File: config.mk
export PLATFORM = sky130hd
export DESIGN_NAME = scc_top
export DESIGN_NICKNAME = d
export VERILOG_FILES = /design/src/source/scc_pkg.sv /design/src/source/scc_top.sv /design/src/source/scc_result.sv /design/src/source/scc_wave.sv /design/src/source/scc_decode.sv
export SDC_FILE = /design/constraint.sdc
export NUM_CORES = 2
export LEC_CHECK = 0
export BUFFER_PORTS_ARGS = -buffer_cell sky130_fd_sc_hd__clkbuf_2
export CORE_ASPECT_RATIO = 1.4
export CORE_MARGIN = 2
export CORE_UTILIZATION = 45
export CTS_CLUSTER_SIZE = 12
export DETAILED_ROUTE_END_ITERATION = 8
export PLACE_DENSITY = 0.66
export SLEW_MARGIN = 0
export SYNTH_ARGS = -nofsm -noshare
export SYNTH_HDL_FRONTEND = slang
export SYNTH_SLANG_ARGS = --single-unit
File: constraint.sdc
create_clock -name clock_bus -period 12.4 [get_ports clock_bus]
set_clock_uncertainty 0.1 [all_clocks]
set_input_delay 1.24 -clock clock_bus [delete_from_list [all_inputs] [get_ports clock_bus]]
set_output_delay 1.24 -clock clock_bus [all_outputs]
set_load 0.005 [all_outputs]
File: src/source/scc_pkg.sv
`default_nettype none

package scc_pkg;

    // CPU side
    typedef logic [15:0] addr_t;            // CPU address
    typedef logic [7:0]  data_t;            // CPU data byte

    // Sound datapath
    typedef logic signed [7:0]  sample_t;   // Waveform sample, two's complement
    typedef logic [3:0]         vol_t;      // Channel volume
    typedef logic [11:0]        freq_t;     // Divider reload value
    typedef logic [4:0]         phase_t;    // Index into one 32-byte table
    typedef logic signed [14:0] chip_sum_t; // Sum of five channel products
    typedef logic signed [15:0] sound_t;    // Mixed output of both chips

    // One bit per chip
    typedef logic [1:0] chip_sel_t;

    // Memory window of the cartridge slot
    localparam addr_t SCC_BASE  = 16'h9800; // First address in window
    localparam addr_t SCC_LIMIT = 16'hA000; // First address past window

    // Chip and channel counts
    localparam int NUM_CHIPS    = 2;        // SCC chips on the cartridge
    localparam int NUM_CHANNELS = 5;        // Channels per chip
    localparam int WAVE_LEN     = 32;       // Bytes per waveform table
    localparam int WAVE_TABLES  = 4;        // Channel 5 reuses the last one
    localparam int WAVE_BYTES   = WAVE_TABLES * WAVE_LEN;

    // Register map, compared on addr[7:0]
    // 0x00..0x7F waveform RAM, four tables back to back
    // 0x80..0x89 frequency, low byte then high nibble per channel
    // 0x8A..0x8E volume per channel
    // 0x8F       channel enable mask
    localparam data_t REG_FREQ_BASE = 8'h80; // Ch1 frequency low byte
    localparam data_t REG_VOL_BASE  = 8'h8A; // Ch1 volume
    localparam data_t REG_CHAN_EN   = 8'h8F; // Channel mask, bit 0 = ch1

    // Idle value on the read bus
    localparam data_t RD_IDLE = 8'hFF;

endpackage : scc_pkg

`default_nettype wire
File: src/source/scc_top.sv
`timescale 1ns/1ps
`default_nettype none

module scc_top
    import scc_pkg::*;
(
    input  wire logic       clock_bus,
    input  wire logic       rst_n,
    input  wire logic       ce_3m58,      // SCC rate enable
    input  wire addr_t      addr,
    input  wire data_t      wr_data,
    input  wire logic       wr,
    input  wire logic       rd,
    input  wire logic       cfg_wr,       // Chip enable config strobe
    input  wire logic [1:0] cfg_num,
    input  wire logic       cfg_en,
    input  wire logic       dev_num,      // Chip targeted by the access
    input  wire chip_sel_t  mix_enable,
    output sound_t          sound,
    output data_t           rd_data,
    output logic            rd_valid
);

    chip_sel_t chip_sel;
    logic      chip_hit;
    data_t     rd_byte_0;
    data_t     rd_byte_1;
    chip_sum_t chip_sound_0;
    chip_sum_t chip_sound_1;

    scc_decode u_decode (
        .clock_bus (clock_bus),
        .rst_n     (rst_n),
        .cfg_wr    (cfg_wr),
        .cfg_num   (cfg_num),
        .cfg_en    (cfg_en),
        .addr      (addr),
        .dev_num   (dev_num),
        .chip_sel  (chip_sel),
        .chip_hit  (chip_hit)
    );

    scc_wave u_chip0 (
        .clock_bus  (clock_bus),
        .rst_n      (rst_n),
        .ce_3m58    (ce_3m58),
        .req        (chip_sel[0]),
        .wr         (wr),
        .addr       (addr[7:0]),     // Offset within the chip
        .wr_data    (wr_data),
        .rd_byte    (rd_byte_0),
        .chip_sound (chip_sound_0)
    );

    scc_wave u_chip1 (
        .clock_bus  (clock_bus),
        .rst_n      (rst_n),
        .ce_3m58    (ce_3m58),
        .req        (chip_sel[1]),
        .wr         (wr),
        .addr       (addr[7:0]),
        .wr_data    (wr_data),
        .rd_byte    (rd_byte_1),
        .chip_sound (chip_sound_1)
    );

    scc_result u_result (
        .clock_bus    (clock_bus),
        .rst_n        (rst_n),
        .rd           (rd),
        .chip_hit     (chip_hit),
        .dev_num      (dev_num),
        .rd_byte_0    (rd_byte_0),
        .rd_byte_1    (rd_byte_1),
        .chip_sound_0 (chip_sound_0),
        .chip_sound_1 (chip_sound_1),
        .mix_enable   (mix_enable),
        .rd_data      (rd_data),
        .rd_valid     (rd_valid),
        .sound        (sound)
    );

endmodule : scc_top

`default_nettype wire

File: src/source/scc_result.sv
`timescale 1ns/1ps
`default_nettype none

module scc_result
    import scc_pkg::*;
(
    input  wire logic      clock_bus,
    input  wire logic      rst_n,
    input  wire logic      rd,            // Read strobe
    input  wire logic      chip_hit,      // Access selects an enabled chip
    input  wire logic      dev_num,       // Chip targeted by this access
    input  wire data_t     rd_byte_0,     // Read data of chip 0
    input  wire data_t     rd_byte_1,     // Read data of chip 1
    input  wire chip_sum_t chip_sound_0,
    input  wire chip_sum_t chip_sound_1,
    input  wire chip_sel_t mix_enable,    // Bit n adds chip n to the mix
    output data_t          rd_data,
    output logic           rd_valid,
    output sound_t         sound
);

    sound_t mix_0;                        // Chip 0 share of the mix
    sound_t mix_1;                        // Chip 1 share of the mix
    data_t  rd_sel;

    // Read path valid in the same cycle as rd
    assign rd_sel   = dev_num ? rd_byte_1 : rd_byte_0;
    assign rd_valid = rd && chip_hit;
    assign rd_data  = rd_valid ? rd_sel : RD_IDLE;   // Bus idles high

    // Sign extend each chip by one guard bit before the add
    assign mix_0 = mix_enable[0] ? {chip_sound_0[14], chip_sound_0} : '0;
    assign mix_1 = mix_enable[1] ? {chip_sound_1[14], chip_sound_1} : '0;

    always_ff @(posedge clock_bus or negedge rst_n) begin
        if (!rst_n) begin
            sound <= '0;
        end else begin
            sound <= mix_0 + mix_1;                  // Updates every clock
        end
    end

    // Data only handed back while the CPU is reading
    a_valid_rd : assert property (
        @(posedge clock_bus) disable iff (!rst_n)
        rd_valid |-> rd
    ) else $error("rd_valid high without rd");

endmodule : scc_result

`default_nettype wire

File: src/source/scc_wave.sv
`timescale 1ns/1ps
`default_nettype none

module scc_wave
    import scc_pkg::*;
(
    input  wire logic  clock_bus,
    input  wire logic  rst_n,
    input  wire logic  ce_3m58,     // SCC rate enable, one cycle wide
    input  wire logic  req,         // Chip select from decode
    input  wire logic  wr,          // Write strobe
    input  wire data_t addr,        // Offset inside the chip, addr[7:0]
    input  wire data_t wr_data,     // Write data
    output data_t      rd_byte,     // Read data, combinational
    output chip_sum_t  chip_sound   // Registered channel sum
);

    localparam int RAM_AW = $clog2(WAVE_BYTES); // 7 bits for 128 bytes

    // Waveform RAM of four tables with WAVE_LEN bytes each
    data_t wave_ram [WAVE_BYTES];

    // Register file
    data_t                   freq_lo [NUM_CHANNELS];  // Low 8 bits of divider
    logic [3:0]              freq_hi [NUM_CHANNELS];  // High nibble of divider
    vol_t                    vol_q   [NUM_CHANNELS];
    logic [NUM_CHANNELS-1:0] chan_mask;               // Bit n enables channel n+1

    // Channel state
    freq_t              cnt_q    [NUM_CHANNELS];      // Divider counter
    phase_t             phase_q  [NUM_CHANNELS];      // Position in table
    sample_t            sample_q [NUM_CHANNELS];      // Latched sample
    logic signed [12:0] chan_out [NUM_CHANNELS];      // Sample times volume

    logic      wr_hit;
    chip_sum_t sum_d;

    assign wr_hit = req && wr;

    // Waveform RAM write port
    always_ff @(posedge clock_bus) begin
        if (wr_hit && (addr < REG_FREQ_BASE)) begin
            wave_ram[addr[RAM_AW-1:0]] <= wr_data;
        end
    end

    // Register offsets read back as idle high
    assign rd_byte = (addr < REG_FREQ_BASE) ? wave_ram[addr[RAM_AW-1:0]] : RD_IDLE;

    // Frequency, volume and mask registers
    always_ff @(posedge clock_bus or negedge rst_n) begin
        if (!rst_n) begin
            for (int c = 0; c < NUM_CHANNELS; c++) begin
                freq_lo[c] <= '0;
                freq_hi[c] <= '0;
                vol_q[c]   <= '0;
            end
            chan_mask <= '0;                           // Silent after reset
        end else if (wr_hit) begin
            for (int c = 0; c < NUM_CHANNELS; c++) begin
                if (addr == data_t'(REG_FREQ_BASE + 2 * c)) begin
                    freq_lo[c] <= wr_data;
                end
                if (addr == data_t'(REG_FREQ_BASE + 2 * c + 1)) begin
                    freq_hi[c] <= wr_data[3:0];        // Upper bits ignored
                end
                if (addr == data_t'(REG_VOL_BASE + c)) begin
                    vol_q[c] <= wr_data[3:0];
                end
            end
            if (addr == REG_CHAN_EN) begin
                chan_mask <= wr_data[NUM_CHANNELS-1:0];
            end
            // 0x90..0xFF fall through untouched
        end
    end

    for (genvar ch = 0; ch < NUM_CHANNELS; ch++) begin : g_chan
        // Channel 5 plays from the table of channel 4
        localparam int TBL = (ch < WAVE_TABLES) ? ch : WAVE_TABLES - 1;

        freq_t reload;
        assign reload = {freq_hi[ch], freq_lo[ch]};

        // Divider, phase and sample latch stepped by ce
        always_ff @(posedge clock_bus or negedge rst_n) begin
            if (!rst_n) begin
                cnt_q[ch]    <= '0;
                phase_q[ch]  <= '0;
                sample_q[ch] <= '0;
            end else if (ce_3m58) begin
                sample_q[ch] <= sample_t'(wave_ram[{2'(TBL), phase_q[ch]}]);
                if (reload == '0) begin
                    cnt_q[ch] <= '0;                   // Stopped channel holds phase
                end else if (cnt_q[ch] == '0) begin
                    cnt_q[ch]   <= reload;
                    phase_q[ch] <= phase_q[ch] + 1'b1; // Wraps at end of table
                end else begin
                    cnt_q[ch] <= cnt_q[ch] - 1'b1;
                end
            end
        end

        // Masked product with the volume taken as unsigned
        assign chan_out[ch] = chan_mask[ch] ? (sample_q[ch] * $signed({1'b0, vol_q[ch]}))
                                            : 13'sd0;

        // Phase only moves on an enable cycle
        a_phase_ce : assert property (
            @(posedge clock_bus) disable iff (!rst_n)
            !$stable(phase_q[ch]) |-> $past(ce_3m58)
        ) else $error("Channel %0d phase moved without ce_3m58", ch + 1);
    end

    // Five products fit in 15 bits (max 5 * 128 * 15)
    always_comb begin
        sum_d = '0;
        for (int c = 0; c < NUM_CHANNELS; c++) begin
            sum_d = sum_d + chip_sum_t'(chan_out[c]);  // Sign extend each product
        end
    end

    always_ff @(posedge clock_bus or negedge rst_n) begin
        if (!rst_n) begin
            chip_sound <= '0;
        end else begin
            chip_sound <= sum_d;                       // One clock behind samples
        end
    end

endmodule : scc_wave

`default_nettype wire

File: src/source/scc_decode.sv
`timescale 1ns/1ps
`default_nettype none

module scc_decode
    import scc_pkg::*;
(
    input  wire logic       clock_bus,
    input  wire logic       rst_n,
    input  wire logic       cfg_wr,     // Config strobe
    input  wire logic [1:0] cfg_num,    // Chip addressed by the config strobe
    input  wire logic       cfg_en,     // New enable value
    input  wire addr_t      addr,       // CPU address
    input  wire logic       dev_num,    // Chip targeted by this access
    output chip_sel_t       chip_sel,   // One-hot chip select
    output logic            chip_hit    // Any chip selected
);

    chip_sel_t chip_en;                 // Enable latch per chip
    logic      in_window;               // Address inside 0x9800..0x9FFF

    // Enable latches, written by the config strobe
    always_ff @(posedge clock_bus or negedge rst_n) begin
        if (!rst_n) begin
            chip_en <= '0;              // Both chips off after reset
        end else if (cfg_wr && (cfg_num < NUM_CHIPS)) begin
            chip_en[cfg_num[0]] <= cfg_en; // Numbers past the last chip are dropped
        end
    end

    assign in_window = (addr >= SCC_BASE) && (addr < SCC_LIMIT);

    // Select only the targeted chip, and only when it is switched on
    always_comb begin
        for (int i = 0; i < NUM_CHIPS; i++) begin
            chip_sel[i] = in_window && chip_en[dev_num] && (dev_num == i);
        end
    end

    assign chip_hit = |chip_sel;        // Used by the read path in the result stage

    // A single access never reaches both chips
    a_sel_onehot : assert property (
        @(posedge clock_bus) disable iff (!rst_n)
        chip_sel != 2'b11
    ) else $error("Both chip selects high at once");

    // Disabling a chip blocks its select from the next cycle on
    a_cfg_off : assert property (
        @(posedge clock_bus) disable iff (!rst_n)
        (cfg_wr && !cfg_en && (cfg_num < NUM_CHIPS)) |=> !chip_sel[$past(cfg_num[0])]
    ) else $error("Chip selected right after being disabled");

endmodule : scc_decode

`default_nettype wire

-- Yosys cells after proc, flatten, opt, wreduce, memory -nomap -nowiden
Memory sizes are Yosys's and may differ from the RTL's. A register that Yosys moved wholly into a read port is not among the register bits.
Index checks and enable logic that the tools add are counted.
- RAM bits: 2048
- register bits after elaboration: 388
- memories kept: 2
- bits in latches: 0
- ROM bits: 0
- output and inout port bits: 25
- logic and storage cells: 260
- input bits: 36
- bitwise logic cells: 11
- add/sub/neg operators: 29
- equal/unequal tests: 16
- div/mod/pow operators: 0
- reduce and logical (&&, ||, !) cells: 84
- mux-type cells: 45
- shift operators: 0
- $mul: 10
- $lt $le $gt $ge: 7
- memory list (name ; words ; bits a word ; rd ports ; clocked after Yosys merged registers in ; wr ports ; RTL line ; text):
    u_chip0.wave_ram ; 128 ; 8 ; 6 ; 5 ; 1 ; scc_wave.sv:21 ; data_t wave_ram [WAVE_BYTES];
    u_chip1.wave_ram ; 128 ; 8 ; 6 ; 5 ; 1 ; scc_wave.sv:21 ;
- operator list (cell ; count):
    12-bit zero test ; 20
    12-bit 2-to-1 mux ; 20
    8-bit by 5-bit multiplier with 13-bit output ; 10
    13-bit 2-to-1 mux ; 10
    8-bit == test, second input constant ; 16
    12-bit by 1-bit subtractor with 12-bit output, second input constant ; 10
    2-bit AND reduction ; 32
    15-bit by 13-bit adder with 15-bit output ; 4
    5-bit by 1-bit adder with 5-bit output, second input constant ; 10
    16-bit 2-to-1 mux ; 2
    8-bit 2-to-1 mux ; 4
    14-bit by 13-bit adder with 15-bit output ; 2
    3-bit AND reduction ; 10
    13-bit by 13-bit adder with 14-bit output ; 2
    16-bit adder ; 1
    16-bit >= comparator, second input constant ; 1
    16-bit less-than comparator, second input constant ; 1
    1-bit logical AND ; 11
    1-bit inverter ; 11
    1-bit zero test ; 10
    8-bit less-than comparator, second input constant ; 1
    1-bit 2-to-1 mux ; 7
    1-bit by 2-bit less-than comparator with 1-bit output, second input constant ; 2
    2-bit bitwise mux ; 1
    other kinds (4) ; 4

-- Depth between registers and ports, before layout
- word-level depth: 8
- mapped depth: 26
- gate-level depth less buffers: 26

-- Modules after synthesis
From an unflattened synthesis, not the netlist that was laid out.
- cells, all modules: 8928
- area, all modules: 136499.7 um2
- by module, submodules not included (module ; seq. area each (um2) ; area each (um2) ; cells each ; instances):
    scc_wave (u_chip1) ; 36379.9 ; 67504.7 ; 4413 ; 1
    scc_wave (u_chip0) ; 36379.9 ; 67457.2 ; 4343 ; 1
    scc_result ; 400.4 ; 1407.6 ; 159 ; 1
    scc_decode ; 50.0 ; 130.1 ; 13 ; 1

-- Least setup slack after synthesis
Ideal clock, no wire load.
- path type: register to register
- start: reg u_chip0.vol_q[11] (netlist name)
- end: reg u_chip0.chip_sound[14]
- library setup time: 0.079 ns
- cell stages (with the launch flop): 25
- clock period less this slack: 6.407 ns
- arrival time: 6.228 ns
- path slack: 5.993 ns
- data required time: 12.221 ns
- path buffers: 0
- cell sequence: dfrtp_1 -> and2_1 -> ha_1 -> inv_1 -> fa_1 -> fa_1 -> inv_1 -> ha_1 -> nor2b_1 -> o21ai_0 -> a21boi_0 -> o21ai_0 -> a21oi_1 -> a31oi_1 -> xnor2_1 -> nand2_1 -> fa_1 -> fa_1 -> fa_1 -> xor2_1 -> xnor2_1 -> mux4_2 -> o21bai_1 -> nor4_1 -> xor2_1
- cells in the longest elaborated chain, start to end: 5
- RTL lines (element ; RTL line ; text):
    start: declaration ; scc_wave.sv:26 ; vol_t vol_q [NUM_CHANNELS];
    start signal: indexed assignment ; scc_wave.sv:68 ; vol_q[c] <= wr_data[3:0];
    8-bit by 5-bit multiplier with 13-bit output ; scc_wave.sv:105 ; assign chan_out[ch] = chan_mask[ch] ? (sample_q[ch] * $signed({1'b0, vol_q[ch]}))
    13-bit 2-to-1 mux ; scc_wave.sv:105 ;
    14-bit by 13-bit adder with 15-bit output ; scc_wave.sv:119 ; sum_d = sum_d + chip_sum_t'(chan_out[c]);
    15-bit by 13-bit adder with 15-bit output (2 in series) ; scc_wave.sv:119 ;
    net u_chip0.sum_d[14] ; scc_wave.sv:36 ; chip_sum_t sum_d;
    end signal: assignment ; scc_wave.sv:127 ; chip_sound <= sum_d;
    end: declaration ; scc_wave.sv:15 ; output chip_sum_t chip_sound
The timed path passes the listed nets, and every way through them passes these cells.
A chain may end at the register's enable or synchronous reset.

-- Worst setup path after layout
- start: in addr[1]
- end: out rd_data[3]
- cells in the longest elaborated chain, start to end: 7
- elaborated cells between the ends (all ways): 15
- those cells by class: 3 x order compare; 4 x mux; 6 x reduce/logical; 2 x memory
- RTL lines (element ; RTL line ; text):
    start: declaration ; scc_top.sv:10 ; input wire addr_t addr,
    16-bit >= comparator or 16-bit less-than comparator (tied branches) ; scc_decode.sv:30 ; assign in_window = (addr >= SCC_BASE) && (addr < SCC_LIMIT);
    1-bit logical AND ; scc_decode.sv:30 ;
    1-bit logical AND (2 in series) ; scc_decode.sv:35 ; chip_sel[i] = in_window && chip_en[dev_num] && (dev_num == i);
    2-bit OR reduction ; scc_decode.sv:39 ; assign chip_hit = |chip_sel;
    1-bit logical AND ; scc_result.sv:28 ; assign rd_valid = rd && chip_hit;
    8-bit 2-to-1 mux * ; scc_result.sv:29 ; assign rd_data = rd_valid ? rd_sel : RD_IDLE;
    end: declaration ; scc_top.sv:20 ; output data_t rd_data,
Mark *: on every way between the ends. The rest lies on a longest branch, timed or not.

==> key figures <==
Run status
  – Status: finished, final reports clean

Placed design
  – Area after DPL: around 0.14 sq mm
  – Gpl congestion: between 0.8 and 0.9
  – Placed Cells: ~12k
  – Place WS: between 4 and 5 ns
  – Buffers on Ports: 57
  – DP HPWL: ~250 mm

Synth
  – Synthesized net count: between 9k and 10k
  – Mapped Avg Cell Area: ~16 sq um
  – Synth warnings: 0
  – Async set-reset flop share out of synthesis: a little under a fifth
  – Unique cell type count in the Yosys netlist: 73
  – Seq/Total Area, Yosys: between 50 and 60%
  – Post-synth EDFFs: 2048
  – Mapped Cells: 8463
  – Main synth FF type: edfxtp_1
  – Seq cells post-synth: about 2.5k
  – Mapped Area: 0.1358 sq mm

Route
  – DR vias: 78.94k
  – Met1 Routed Length: roughly 130 mm
  – Top Layer Used: met5
  – Met3 wire length: about 29 mm
  – Initial DRC count: between 8k and 9k
  – Vias per inst: ~6.3
  – DRT antenna net count: 0
  – Met2 WL: roughly 190 mm
  – Drt wl/cell: 29.72 microns
  – DR DRC count: 0
  – Final WL: 371.8 mm
  – Router iterations before antenna repair: 6

GRT
  – Initial antenna violation count: 13
  – Largest net degree at the start of global routing: 152
  – All-Layer GR Usage: 24.27%
  – First-pass GRT wire length: around 550 mm
  – Remaining global-route overflow: 0
  – Vias in the first global route: just over 80k

CTS
  – Clk root buf: clkbuf_16
  – Clock-pin slew on the worst setup and hold paths: 0.06 ns
  – TritonCTS Buffers: roughly 250
  – Clock Path Buffers: 4
  – Post-CTS Hold Fix Bufs: 0
  – H-tree depth: 4
  – PostCTS Resize Cnt: 0
  – CTS Sinks: 2516
  – Post-CTS setup repair buffer count: 0
  – Skew-Pair Late Insertion Delay: 0.94 ns
  – CTS tree: done

Die
  – Die Y: approximately 650 microns
  – Core Area: about 0.3 sq mm
  – Die width: ~470 microns
  – Rows: 238
  – I/O pins: between 60 and 70
  – Initial Util: a little under half
  – Die area: ~0.3 sq mm

Worst setup path
  – Startpoint Class: input port
  – Crit path DAT: 6.40 ns
  – Reg-to-reg setup timing slack: a little over 5 ns
  – Maximum fanout along the worst path: 83
  – Reg2reg path depth: 24
  – FF-to-FF Start: u_chip0.vol_q[11]
  – Critical Path Sink Type: output pin
  – Worst reg2reg path endpoint: u_chip0.chip_sound[14]
  – Slowest stage delay, CP: 0.79 ns
  – Required @ worst endpoint: 11.06 ns
  – Critical path type: in -> out
  – CP Cell Sequence: buf_8 -> buf_4 -> buf_4 -> mux4_2 -> mux4_2 -> mux2i_1 -> o21ai_1 -> a21oi_1 -> a21oi_1 -> clkbuf_2
  – Max stage delay cell, worst path: buf_4

STA
  – Fin crit share: ~62%
  – Max Fclk: about 130 MHz
  – RSZ-0062 raised after global routing: no
  – Fin Setup TNS: 0 ns
  – Min Clock Period, post-route: 7.736 ns
  – Final Hold Viols: 0
  – Tightest Pin Transition: around 1.4 ns
  – Slew headroom: under 10%
  – Final max-slew violation count: 0
  – Final setup vio count: 0
  – PnR worst setup slack: between 4 and 5 ns

Power and ir drop
  – Worst vdd rail ir drop: 0.1235 mV
  – Power, Total: 20.21 mW
  – Leakage: approximately 51 nW
  – P per Cell Area: 137.3 mW/mm^2

Layout
  – Most common cell after layout, fill and taps aside: edfxtp_1
  – Most frequent cells in the layout: edfxtp_1 (2048), mux4_2 (1398), inv_1 (534)
  – Post-route cell area: 0.1472 sq mm
  – Non-Filler Instances: around 13k
  – Nets: around 9k
  – Share of layout cells above drive strength 1: roughly a quarter
  – Synth-to-layout area growth: 8.388%

Run
  – Max-cap violations: 0

Min path
  – Min-delay worst type: in -> async
==> where the power goes <==
group | switching [mW] | internal (mW)
sequential | 0.432 | 9.33
combinational | 1.79 | 1.73
clock | 3.17 | 3.76
==> stage by stage <==
stage / hold slack, ns / util (%)
6_report: 0.2809 / 49.04
5_1_grt: 0.3274 / 49.04
4_1_cts: 0.2741 / 49.04
3_5_place_dp: 0.3665 / 46.72
3_3_place_gp: 0.3539 / 46.72
2_1_floorplan: 0.3415 / -
==> critical path, delay by kind of cell <==
kind                   cells  cell delay [ns]
AO/OA/AOI/OAI              3             1.22
buffers and inverters      4             2.37
multiplexers               3             1.30
==> flip-flops by register name (all words and copies together) (netlist names), 25 cells and up <==
register,flops
u_chip0.freq_lo,40
u_chip0.cnt_q,60
u_chip1.wave_ram,1024
u_chip0.phase_q,25
u_chip0.wave_ram,1024
u_chip0.sample_q,40
u_chip1.freq_lo,40
u_chip1.phase_q,25
u_chip1.sample_q,40
u_chip1.cnt_q,60
==> final cells by class <==
type | count | area [sq um]
Sequential cell | 2516 | 73270
Antenna cell | 1 | 2.502
Timing Repair Buffer | 220 | 1685
Clock inverter | 28 | 259.0
Clock buffer | 351 | 6703
Fill cell | 24770 | 153000
Inverter | 536 | 2012
Multi-Input combinational cell | 4900 | 58320
Tap cell | 3960 | 4955
==> per-layer routing <==
metal / up-vias / GRT usage [%]
li1: 33060 / -
met4: 8 / 11.05
met2: 3557 / 41.48
met3: 780 / 4.126
met1: 41540 / 30.16
met5: - / 0
==> synthesized netlist by cell type, types with 69 or more instances <==
master    instances  area [sq um]
inv_1           534          2004
buf_1            96         360.4
and2_1          314          1964
clkbuf_1        268          1006
buf_2           100         500.5
mux2_2          178          2004
edfxtp_1       2048         61500
nor4_1           69         431.7
a21oi_1         279          1396
nor2_1          503          1888
nor3_1          119         595.6
xnor2_1         136          1191
fa_1            251          5025
mux4_2         1398         31490
mux2i_1         117          1171
ha_1            315          3941
o21ai_0         265          1326
nand2_1         353          1325
dfrtp_1         468         11710
==> cells by family (layout without fill, tap and decap cells) <==
logic type      Yosys count  after routing  synth area share, %
other cells               0              1                    0
flops                  2516           2516                53.91
xor+xnor                179            179                1.154
simple gates           1667           1667                6.031
buf+inv                1047           1135                3.221
fa+ha+maj               566            566                6.602
mux                    1704           1704                25.73
compound gates          784            784                3.350
==> worst max-delay path by stage <==
stage / startpoint / to / depth (start not counted)
global route: u_chip0.vol_q[11] / u_chip0.chip_sound[14] / 24
detailed placement: addr[1] / rd_data[3] / 10
floorplan: u_chip0.vol_q[11] / u_chip0.chip_sound[14] / 24
finish: addr[1] / rd_data[3] / 10
CTS: addr[1] / rd_data[3] / 10
global placement: addr[1] / rd_data[3] / 10
(Power assumes the default switching activity.)
